## src/design/sd_pkg.sv

```systemverilog
// Shared types and register map; channel words hold 16-bit signed fields, sign-extended on APB reads
package sd_pkg;

    ////////////////////
    // APB bus
    ////////////////////

    // Request from the APB master, 12-bit byte address
    typedef struct packed {
        logic        psel;
        logic        penable;
        logic        pwrite;
        logic [11:0] paddr;
        logic [31:0] pwdata;
    } apb_req_t;

    // Response back to the master
    typedef struct packed {
        logic [31:0] prdata;
        logic        pready;
        logic        pslverr;
    } apb_rsp_t;

    ////////////////////
    // Channel data
    ////////////////////

    // Per-channel correction and fault limits
    typedef struct packed {
        logic signed [15:0] offset;
        logic signed [15:0] thresh_high;
        logic signed [15:0] thresh_low;
    } sd_chan_cfg_t;

    // One streamed word, value is CIC output minus offset
    typedef struct packed {
        logic [1:0]         chan;
        logic               fault_high;
        logic               fault_low;
        logic signed [15:0] value;
    } sd_sample_t;

    ////////////////////
    // Register map
    ////////////////////

    localparam logic [11:0] REG_CTRL        = 12'h000;
    localparam logic [11:0] REG_STATUS      = 12'h004;
    // Channel n block starts at REG_CHAN_BASE + n * 0x10
    localparam logic [11:0] REG_CHAN_BASE   = 12'h010;
    // Field offsets inside a channel block
    localparam logic [3:0]  REG_OFFSET      = 4'h0;
    localparam logic [3:0]  REG_THRESH_HIGH = 4'h4;
    localparam logic [3:0]  REG_THRESH_LOW  = 4'h8;

    // Limits wide open after reset so no fault fires
    localparam sd_chan_cfg_t CHAN_CFG_RESET = '{
        offset:      16'sh0000,
        thresh_high: 16'sh7fff,
        thresh_low:  16'sh8000
    };

    // Accumulator width of a third-order CIC
    function automatic int cic_width(input int decimation);
        return 3 * $clog2(decimation) + 1;
    endfunction

    // Counter width for a modulus, never below one bit
    function automatic int ctr_width(input int modulus);
        return (modulus > 1) ? $clog2(modulus) : 1;
    endfunction

endpackage

```

## src/design/sd_clock_gen.sv

```systemverilog
// CLK_DIV must be even and at least 4; all outputs and counters sit at zero while enable is low
`timescale 1ns/1ns

module sd_clock_gen #(
    parameter int CLK_DIV    = 4,
    parameter int DECIMATION = 16
) (
    input  logic clock,
    input  logic rst_n,
    input  logic enable,
    output logic sd_clk,
    output logic bit_strobe,
    output logic frame_strobe
);
    import sd_pkg::*;

    // System clocks per half period of the modulator clock
    localparam int HALF   = CLK_DIV / 2;
    localparam int HALF_W = ctr_width(HALF);
    localparam int BIT_W  = ctr_width(DECIMATION);

    logic [HALF_W-1:0] half_cnt;
    logic [BIT_W-1:0]  bit_cnt;
    logic              half_end;
    logic              rise;
    logic              frame_end;

    // Last cycle of a half period, sd_clk toggles on this edge
    assign half_end  = (half_cnt == HALF_W'(HALF - 1));
    // Toggle from low means the next cycle shows a rising sd_clk
    assign rise      = half_end && !sd_clk;
    // This rising edge closes the frame
    assign frame_end = (bit_cnt == BIT_W'(DECIMATION - 1));

    ////////////////////
    // Divider and bit counter
    ////////////////////

    always_ff @(posedge clock) begin
        if (!rst_n || !enable) begin
            half_cnt     <= '0;
            bit_cnt      <= '0;
            sd_clk       <= 1'b0;
            bit_strobe   <= 1'b0;
            frame_strobe <= 1'b0;
        end else begin
            half_cnt <= half_end ? '0 : half_cnt + 1'b1;
            if (half_end) begin
                sd_clk <= ~sd_clk;
            end
            // Registered together with sd_clk so both line up
            bit_strobe   <= rise;
            frame_strobe <= rise && frame_end;
            if (rise) begin
                bit_cnt <= frame_end ? '0 : bit_cnt + 1'b1;
            end
        end
    end

endmodule

```

## src/design/sd_cic_channel.sv

```systemverilog
// DECIMATION must be a power of two from 4 to 32; values beyond 16-bit signed range saturate
`timescale 1ns/1ns

module sd_cic_channel #(
    parameter int DECIMATION = 16,
    parameter int CHANNEL    = 0
) (
    input  logic                 clock,
    input  logic                 rst_n,
    input  logic                 bit_strobe,
    input  logic                 frame_strobe,
    input  logic                 sd_bit,
    input  sd_pkg::sd_chan_cfg_t cfg,
    output sd_pkg::sd_sample_t   result
);
    import sd_pkg::*;

    localparam int CW = cic_width(DECIMATION);
    // Room for the unsigned CIC output minus a signed offset
    localparam int DW = 18;

    // Integrator chain, wraps modulo 2**CW
    logic [CW-1:0] integ1;
    logic [CW-1:0] integ2;
    logic [CW-1:0] integ3;
    // Comb delay registers, one frame back
    logic [CW-1:0] dly1;
    logic [CW-1:0] dly2;
    logic [CW-1:0] dly3;
    logic [CW-1:0] comb1;
    logic [CW-1:0] comb2;
    logic [CW-1:0] comb3;

    logic signed [DW-1:0] cic_ext;
    logic signed [DW-1:0] offset_ext;
    logic signed [DW-1:0] high_ext;
    logic signed [DW-1:0] low_ext;
    logic signed [DW-1:0] corrected;
    logic signed [15:0]   value_sat;

    ////////////////////
    // Integrators
    ////////////////////

    // Modulator bit taken as 1 or 0
    always_ff @(posedge clock) begin
        if (!rst_n) begin
            integ1 <= '0;
            integ2 <= '0;
            integ3 <= '0;
        end else if (bit_strobe) begin
            integ1 <= integ1 + {{(CW - 1){1'b0}}, sd_bit};
            integ2 <= integ2 + integ1;
            integ3 <= integ3 + integ2;
        end
    end

    ////////////////////
    // Combs at frame rate
    ////////////////////

    // Differences are exact mod 2**CW since the output stays below 2**CW
    assign comb1 = integ3 - dly1;
    assign comb2 = comb1 - dly2;
    assign comb3 = comb2 - dly3;

    always_ff @(posedge clock) begin
        if (!rst_n) begin
            dly1 <= '0;
            dly2 <= '0;
            dly3 <= '0;
        end else if (frame_strobe) begin
            dly1 <= integ3;
            dly2 <= comb1;
            dly3 <= comb2;
        end
    end

    ////////////////////
    // Offset and thresholds
    ////////////////////

    // CIC output is a count, so zero-extend it
    assign cic_ext    = signed'({{(DW - CW){1'b0}}, comb3});
    assign offset_ext = signed'({{(DW - 16){cfg.offset[15]}}, cfg.offset});
    assign high_ext   = signed'({{(DW - 16){cfg.thresh_high[15]}}, cfg.thresh_high});
    assign low_ext    = signed'({{(DW - 16){cfg.thresh_low[15]}}, cfg.thresh_low});
    assign corrected  = cic_ext - offset_ext;

    // Clamp into the 16-bit word
    always_comb begin
        if (corrected > signed'(DW'(32767))) begin
            value_sat = 16'sh7fff;
        end else if (corrected < -signed'(DW'(32768))) begin
            value_sat = 16'sh8000;
        end else begin
            value_sat = corrected[15:0];
        end
    end

    // Result word, compares use the unclamped difference
    always_ff @(posedge clock) begin
        if (frame_strobe) begin
            result.chan       <= 2'(CHANNEL);
            result.fault_high <= (corrected > high_ext);
            result.fault_low  <= (corrected < low_ext);
            result.value      <= value_sat;
        end
    end

endmodule

```

## src/design/sd_regs_apb.sv

```systemverilog
// No wait states; 16-bit channel fields read back sign-extended, unmapped reads give 0 and pslverr
`timescale 1ns/1ns

module sd_regs_apb #(
    parameter int N_CHANNELS = 2
) (
    input  logic                 clock,
    input  logic                 rst_n,
    input  sd_pkg::apb_req_t     apb_req,
    output sd_pkg::apb_rsp_t     apb_rsp,
    output logic                 enable,
    output sd_pkg::sd_chan_cfg_t cfg [N_CHANNELS],
    input  logic                 overrun,
    input  sd_pkg::sd_sample_t   samples [N_CHANNELS],
    input  logic                 frame_done
);
    import sd_pkg::*;

    localparam int IDX_W = ctr_width(N_CHANNELS);

    logic                  access;
    logic                  wr_en;
    logic                  ctrl_hit;
    logic                  status_hit;
    logic                  chan_hit;
    logic [11:0]           chan_rel;
    logic [7:0]            chan_blk;
    logic [3:0]            chan_field;
    logic [IDX_W-1:0]      chan_sel;
    logic [31:0]           rdata;
    logic                  overrun_sticky;
    logic [N_CHANNELS-1:0] fault_sticky;
    logic [N_CHANNELS-1:0] fault_set;
    logic [N_CHANNELS-1:0] fault_clr;

    function automatic logic [31:0] sext16(input logic [15:0] v);
        return {{16{v[15]}}, v};
    endfunction

    ////////////////////
    // Address decode
    ////////////////////

    // Access phase of an APB transfer
    assign access     = apb_req.psel && apb_req.penable;
    assign wr_en      = access && apb_req.pwrite;
    assign ctrl_hit   = (apb_req.paddr == REG_CTRL);
    assign status_hit = (apb_req.paddr == REG_STATUS);

    // Offset into the channel blocks, 16 bytes each
    assign chan_rel   = apb_req.paddr - REG_CHAN_BASE;
    assign chan_blk   = chan_rel[11:4];
    assign chan_field = chan_rel[3:0];
    assign chan_sel   = chan_blk[IDX_W-1:0];
    assign chan_hit   = (apb_req.paddr >= REG_CHAN_BASE)
                     && (chan_blk < 8'(N_CHANNELS))
                     && (chan_field == REG_OFFSET
                      || chan_field == REG_THRESH_HIGH
                      || chan_field == REG_THRESH_LOW);

    always_comb begin
        rdata = '0;
        if (ctrl_hit) begin
            rdata[0] = enable;
        end else if (status_hit) begin
            rdata[0]              = overrun_sticky;
            rdata[8 +: N_CHANNELS] = fault_sticky;
        end else if (chan_hit) begin
            case (chan_field)
                REG_OFFSET:      rdata = sext16(cfg[chan_sel].offset);
                REG_THRESH_HIGH: rdata = sext16(cfg[chan_sel].thresh_high);
                default:         rdata = sext16(cfg[chan_sel].thresh_low);
            endcase
        end
    end

    assign apb_rsp.prdata  = rdata;
    assign apb_rsp.pready  = 1'b1;
    assign apb_rsp.pslverr = access && !(ctrl_hit || status_hit || chan_hit);

    ////////////////////
    // Sticky status
    ////////////////////

    // Either fault of a channel sets its bit once the frame is taken
    always_comb begin
        for (int ch = 0; ch < N_CHANNELS; ch++) begin
            fault_set[ch] = frame_done && (samples[ch].fault_high || samples[ch].fault_low);
        end
    end

    // Write 1 to clear, a new event in the same cycle wins
    assign fault_clr = (wr_en && status_hit) ? apb_req.pwdata[8 +: N_CHANNELS] : '0;

    always_ff @(posedge clock) begin
        if (!rst_n) begin
            enable         <= 1'b0;
            overrun_sticky <= 1'b0;
            fault_sticky   <= '0;
            for (int ch = 0; ch < N_CHANNELS; ch++) begin
                cfg[ch] <= CHAN_CFG_RESET;
            end
        end else begin
            overrun_sticky <= overrun
                           || (overrun_sticky && !(wr_en && status_hit && apb_req.pwdata[0]));
            fault_sticky   <= fault_set | (fault_sticky & ~fault_clr);
            if (wr_en && ctrl_hit) begin
                enable <= apb_req.pwdata[0];
            end
            if (wr_en && chan_hit) begin
                case (chan_field)
                    REG_OFFSET:      cfg[chan_sel].offset      <= apb_req.pwdata[15:0];
                    REG_THRESH_HIGH: cfg[chan_sel].thresh_high <= apb_req.pwdata[15:0];
                    default:         cfg[chan_sel].thresh_low  <= apb_req.pwdata[15:0];
                endcase
            end
        end
    end

endmodule

```

## src/design/sd_output_sequencer.sv

```systemverilog
// A frame that arrives before the previous one is fully sent is dropped; waits forever on ready
`timescale 1ns/1ns

module sd_output_sequencer #(
    parameter int N_CHANNELS = 2
) (
    input  logic               clock,
    input  logic               rst_n,
    input  logic               frame_strobe,
    input  logic               sample_ready,
    input  sd_pkg::sd_sample_t samples [N_CHANNELS],
    output sd_pkg::sd_sample_t sample,
    output logic               sample_valid,
    output logic               overrun,
    output logic               frame_done
);
    import sd_pkg::*;

    localparam int IDX_W = ctr_width(N_CHANNELS);

    typedef enum logic [1:0] {
        ST_IDLE,
        ST_WAIT,
        ST_SEND
    } state_t;

    state_t           state;
    logic [IDX_W-1:0] idx;
    logic             xfer;
    logic             last;
    sd_sample_t       frame_buf [N_CHANNELS];

    assign xfer = sample_valid && sample_ready;
    // Channel being presented is the final one of the frame
    assign last = (idx == IDX_W'(N_CHANNELS - 1));

    // Outputs straight from state and buffer, stable until the transfer
    assign sample_valid = (state == ST_SEND);
    assign frame_done   = (state == ST_WAIT);
    assign sample       = frame_buf[idx];

    ////////////////////
    // Sequencer FSM
    ////////////////////

    always_ff @(posedge clock) begin
        if (!rst_n) begin
            state   <= ST_IDLE;
            idx     <= '0;
            overrun <= 1'b0;
        end else begin
            overrun <= 1'b0;
            case (state)
                ST_IDLE: begin
                    if (frame_strobe) begin
                        state <= ST_WAIT;
                    end
                end
                // Channels register their result in this cycle
                ST_WAIT: begin
                    state <= ST_SEND;
                    idx   <= '0;
                end
                ST_SEND: begin
                    if (xfer && last) begin
                        // Frame fully sent, a strobe now is taken normally
                        state <= frame_strobe ? ST_WAIT : ST_IDLE;
                        idx   <= '0;
                    end else begin
                        if (xfer) begin
                            idx <= idx + 1'b1;
                        end
                        // Words still pending, drop the new frame
                        if (frame_strobe) begin
                            overrun <= 1'b1;
                        end
                    end
                end
                default: state <= ST_IDLE;
            endcase
        end
    end

    // Snapshot of all channels at the end of WAIT
    always_ff @(posedge clock) begin
        if (state == ST_WAIT) begin
            frame_buf <= samples;
        end
    end

endmodule

```

## src/design/sd_processor.sv

```systemverilog
// N_CHANNELS 1 to 4, CLK_DIV even and at least 4, DECIMATION a power of two from 4 to 32
`timescale 1ns/1ns

module sd_processor #(
    parameter int N_CHANNELS = 2,
    parameter int CLK_DIV    = 4,
    parameter int DECIMATION = 16
) (
    input  logic                  clock,
    input  logic                  rst_n,
    input  logic [N_CHANNELS-1:0] sd_data,
    output logic                  sd_clk,
    input  sd_pkg::apb_req_t      apb_req,
    output sd_pkg::apb_rsp_t      apb_rsp,
    output sd_pkg::sd_sample_t    sample,
    output logic                  sample_valid,
    input  logic                  sample_ready
);
    import sd_pkg::*;

    logic         enable;
    logic         bit_strobe;
    logic         frame_strobe;
    logic         overrun;
    logic         frame_done;
    sd_chan_cfg_t chan_cfg [N_CHANNELS];
    sd_sample_t   chan_result [N_CHANNELS];

    ////////////////////
    // Modulator clock
    ////////////////////

    sd_clock_gen #(
        .CLK_DIV    (CLK_DIV),
        .DECIMATION (DECIMATION)
    ) i_clock_gen (
        .clock        (clock),
        .rst_n        (rst_n),
        .enable       (enable),
        .sd_clk       (sd_clk),
        .bit_strobe   (bit_strobe),
        .frame_strobe (frame_strobe)
    );

    ////////////////////
    // Filter channels
    ////////////////////

    for (genvar ch = 0; ch < N_CHANNELS; ch++) begin : g_chan
        sd_cic_channel #(
            .DECIMATION (DECIMATION),
            .CHANNEL    (ch)
        ) i_channel (
            .clock        (clock),
            .rst_n        (rst_n),
            .bit_strobe   (bit_strobe),
            .frame_strobe (frame_strobe),
            .sd_bit       (sd_data[ch]),
            .cfg          (chan_cfg[ch]),
            .result       (chan_result[ch])
        );
    end

    ////////////////////
    // Registers and output
    ////////////////////

    sd_regs_apb #(
        .N_CHANNELS (N_CHANNELS)
    ) i_regs (
        .clock      (clock),
        .rst_n      (rst_n),
        .apb_req    (apb_req),
        .apb_rsp    (apb_rsp),
        .enable     (enable),
        .cfg        (chan_cfg),
        .overrun    (overrun),
        .samples    (chan_result),
        .frame_done (frame_done)
    );

    sd_output_sequencer #(
        .N_CHANNELS (N_CHANNELS)
    ) i_sequencer (
        .clock        (clock),
        .rst_n        (rst_n),
        .frame_strobe (frame_strobe),
        .sample_ready (sample_ready),
        .samples      (chan_result),
        .sample       (sample),
        .sample_valid (sample_valid),
        .overrun      (overrun),
        .frame_done   (frame_done)
    );

endmodule

```

## config.mk

```make
export PLATFORM = sky130hd
export DESIGN_NAME = sd_processor
export DESIGN_NICKNAME = d
export VERILOG_FILES = /design/src/design/sd_pkg.sv /design/src/design/sd_clock_gen.sv /design/src/design/sd_cic_channel.sv /design/src/design/sd_regs_apb.sv /design/src/design/sd_output_sequencer.sv /design/src/design/sd_processor.sv
export SDC_FILE = /design/constraint.sdc
export NUM_CORES = 1
export LEC_CHECK = 0
export BUFFER_PORTS_ARGS = -buffer_cell sky130_fd_sc_hd__buf_4
export CAP_MARGIN = 20
export CORE_MARGIN = 2
export CORE_UTILIZATION = 40
export DETAILED_ROUTE_END_ITERATION = 8
export PLACE_DENSITY = 0.61
export SYNTH_ARGS = -nofsm -noshare
export SYNTH_HDL_FRONTEND = slang
export SYNTH_SLANG_ARGS = --single-unit
export TNS_END_PERCENT = 10
```

## constraint.sdc

```tcl
create_clock -name clock -period 8.6 [get_ports clock]
set_input_delay 0.86 -clock clock [delete_from_list [all_inputs] [get_ports clock]]
set_output_delay 0.86 -clock clock [all_outputs]
set_load 0.02 [all_outputs]
```

==> results.toml <==
[logic_synthesis]
yosysSeqAreaShare = 0.343
synth_edf_count = 72
netlist_instances = 2473
postSynthAreaPerCell_um2 = 8.87
yosys_warnings = 0
syn_nets = 2755
yosysMostFrequentCell = "dfxtp_1"
yosysTopAreaCellShare = 0.245
syn_area_mm2 = 0.0219
yosysUniqueCellTypes = 80
synthTopCellsByArea = "dfxtp_1 (24%), ha_1 (12%), edfxtp_1 (9.9%), mux2i_1 (6.7%), nor2_1 (4.0%)"
ys_async_sr_fraction = 0
synth_top_cells_by_count = "dfxtp_1 (268), nor2_1 (234), nand2_1 (228)"
ys.flop_type = "dfxtp_1"
ys_ff_latch = 340
synth_area_leader_cell = "dfxtp_1"

[routing]
vias = 17208
drtIter0Drc = 877
drc = 0
postRouteAntennaNets = 0
wirelength_mm = 54.8
top_layer = "met5"
dr.pass1.iters = 6
wl_per_cell_um = 16.9
dr_wl_met3_mm = 2.93
routed-wl-met2_mm = 25.4
wl_met1_mm = 24.9
viasPerCell = 5.31

[job]
drv_cap = 0

[place]
place_hpwl_mm = 41.2
placement.io_buffers = 89
post-place-ws_ns = 1.32
gp_congestion = 0.898

[clock_tree]
numCtsBuffers = 42
post_cts_buffers = 0
hold_buffers = 0
cts_tree = "yes"
clockBufferDepth = 3
clock-root-buffer = "clkbuf_16"
cts.sinks = 340
worstSkewPairLatency_ns = 0.57
cts.htree.levels = 2
clk_pin_slew_worst_paths_ns = 0.06
cts_resized = 0

[sta]
slew_headroom = 0.298
holdWs_ns = 0.416
totalNegativeSetupSlack_ns = 0
fmax_mhz = 136
tightestPinTransition_ns = 1.05
setup_viol = 0
period_minus_slack_ns = 7.34
post-route-period-util = 0.854
finClkSkew_ns = 0.0190
rsz0062_at_grt = "no"
drv_slew = 0
hold_viol_final = 0
fin_ws_ns = 1.26

[die]
num_rows = 85
ioPinCount = 108
die_w_um = 238
core-area_mm2 = 0.0540
die-area_mm2 = 0.0567
fp.dieH_um = 238
start_util = 0.406

[grt]
grt_pass1_wl_mm = 88.1
grt_pass1_vias = 16991
grt_use_total = 0.194
antenna_found_initial = 5
globalRouteOverflowTotal = 0
grt_max_degree = 132

[worst_setup_path]
cp_top_family = "compound AO/OA/AOI/OAI gates"
crit_path_top_delay_cell = "ha_1"
worstSetupStartpoint = "g_chan[1].i_channel.dly1[1]$_SDFFE_PN0P_"
crit_required_ns = 8.91
critPathBufInv = 2
crit_path_end_kind = "register"
cpMostUsedCell = "ha_1"
critPathMaxFanout = 9
crit_path_start_kind = "register"
reg2reg_from = "g_chan[1].i_channel.dly1[1]$_SDFFE_PN0P_"
critPathKind = "reg2reg"
cpPeakStageDelay_ns = 0.45
cp.arrival_ns = 7.66

[min_path]
hold_start = "g_chan[1].i_channel.result[4]$_SDFFCE_PN1P_"
hold_path.class = "reg2reg"

[outcome]
status = "finished clean"

[cells_and_area]
seq_area_mm2 = 0.00753
drive_gt1_frac = 0.0983
syn_to_final_growth_pct = 11.3
filler_cell_count = 5256
multi_input_comb_area_mm2 = 0.0131
nets = 2792

[pwr]
peakVddDrop_uv = 166
comb_power_share = 0.023
p_int_mw = 2.65
clkPwrFrac = 0.501
p_seq_frac = 0.475
p_leak_nw = 10.1
p_per_area_mw_per_mm2 = 140
p_sw_frac = 0.222
p_sw_mw = 0.758
placed cells by master (no fill, tap or decap), types with 43 or more instances in the layout:
| cell type | count |
|---|---|
| dfxtp_1 | 266 |
| a21oi_1 | 165 |
| edfxtp_1 | 72 |
| buf_4 | 96 |
| clkbuf_16 | 43 |
| xor2_1 | 48 |
| inv_1 | 206 |
| nand2_1 | 228 |
| nor2_1 | 234 |
| mux2i_1 | 146 |
| o21ai_0 | 95 |
| nor2b_1 | 50 |
| ha_1 | 218 |
| nand2b_1 | 61 |
| a211oi_1 | 44 |
| xnor2_1 | 94 |
final cells by class:
| class | count | area share |
|---|---|---|
| antenna | 3 | 0.000308 |
| clock buffer | 60 | 0.0496 |
| clock inverter | 16 | 0.00467 |
| inverter | 207 | 0.0320 |
| multi-input combinational | 1821 | 0.538 |
| sequential | 340 | 0.309 |
| tap | 696 | 0.0357 |
| timing repair buffer | 98 | 0.0311 |
power groups by stage:
stage          logic (mW)  clock network, mW  registers, mW
2_1_floorplan      0.0442                  0           1.66
3_3_place_gp       0.0776                  0           1.66
3_5_place_dp       0.0788                  0           1.66
4_1_cts            0.0789               1.75           1.62
5_1_grt            0.0847               1.81           1.62
6_report           0.0795               1.71           1.62
worst register-to-register path, delay by kind of cell, from the launching register on:
family / cells / cell delay (ns)
compound gates: 12 / 2.49
xor+xnor: 5 / 0.88
fa+ha+maj: 5 / 1.68
buf+inv: 2 / 0.11
flops: 1 / 0.38
simple gates: 8 / 1.55
layer usage:
layer  global-route usage  vias up
li1                     -     8696
met5                    0        -
met2                0.327      353
met3               0.0309       77
met4               0.0718        2
met1                0.250     8080
metrics by stage:
| stage | total power, mW | cell area, um^2 | instances | utilization |
|---|---|---|---|---|
| 2_1_floorplan | 1.70 | 21900 | 2473 | - |
| 3_3_place_gp | 1.73 | 23000 | 3160 | 0.426 |
| 3_5_place_dp | 1.73 | 23100 | 3161 | 0.427 |
| 4_1_cts | 3.45 | 24400 | 3237 | 0.451 |
| 5_1_grt | 3.52 | 24400 | 3241 | 0.452 |
| 6_report | 3.41 | 24400 | 3241 | 0.452 |
worst paths after layout:
path | slack (ns) | to | cells past startpoint
setup / recovery | 1.26 | g_chan[1].i_channel.result[17]$_DFFE_PP_ | 32
hold / removal | 0.42 | i_sequencer.frame_buf[4]$_DFFE_PP_ | 0
setup reg to reg | 1.26 | g_chan[1].i_channel.result[17]$_DFFE_PP_ | 32
hold reg to reg | 0.42 | i_sequencer.frame_buf[4]$_DFFE_PP_ | 0
cells by family after synthesis:
logic type	Yosys count	share of synthesized area
xor+xnor	142	0.0567
mux	181	0.0928
fa+ha+maj	230	0.135
other cells	2	0.000342
buf+inv	312	0.0590
simple gates	765	0.167
flops	340	0.343
compound gates	501	0.146
Power figures use the tool's default switching activity.
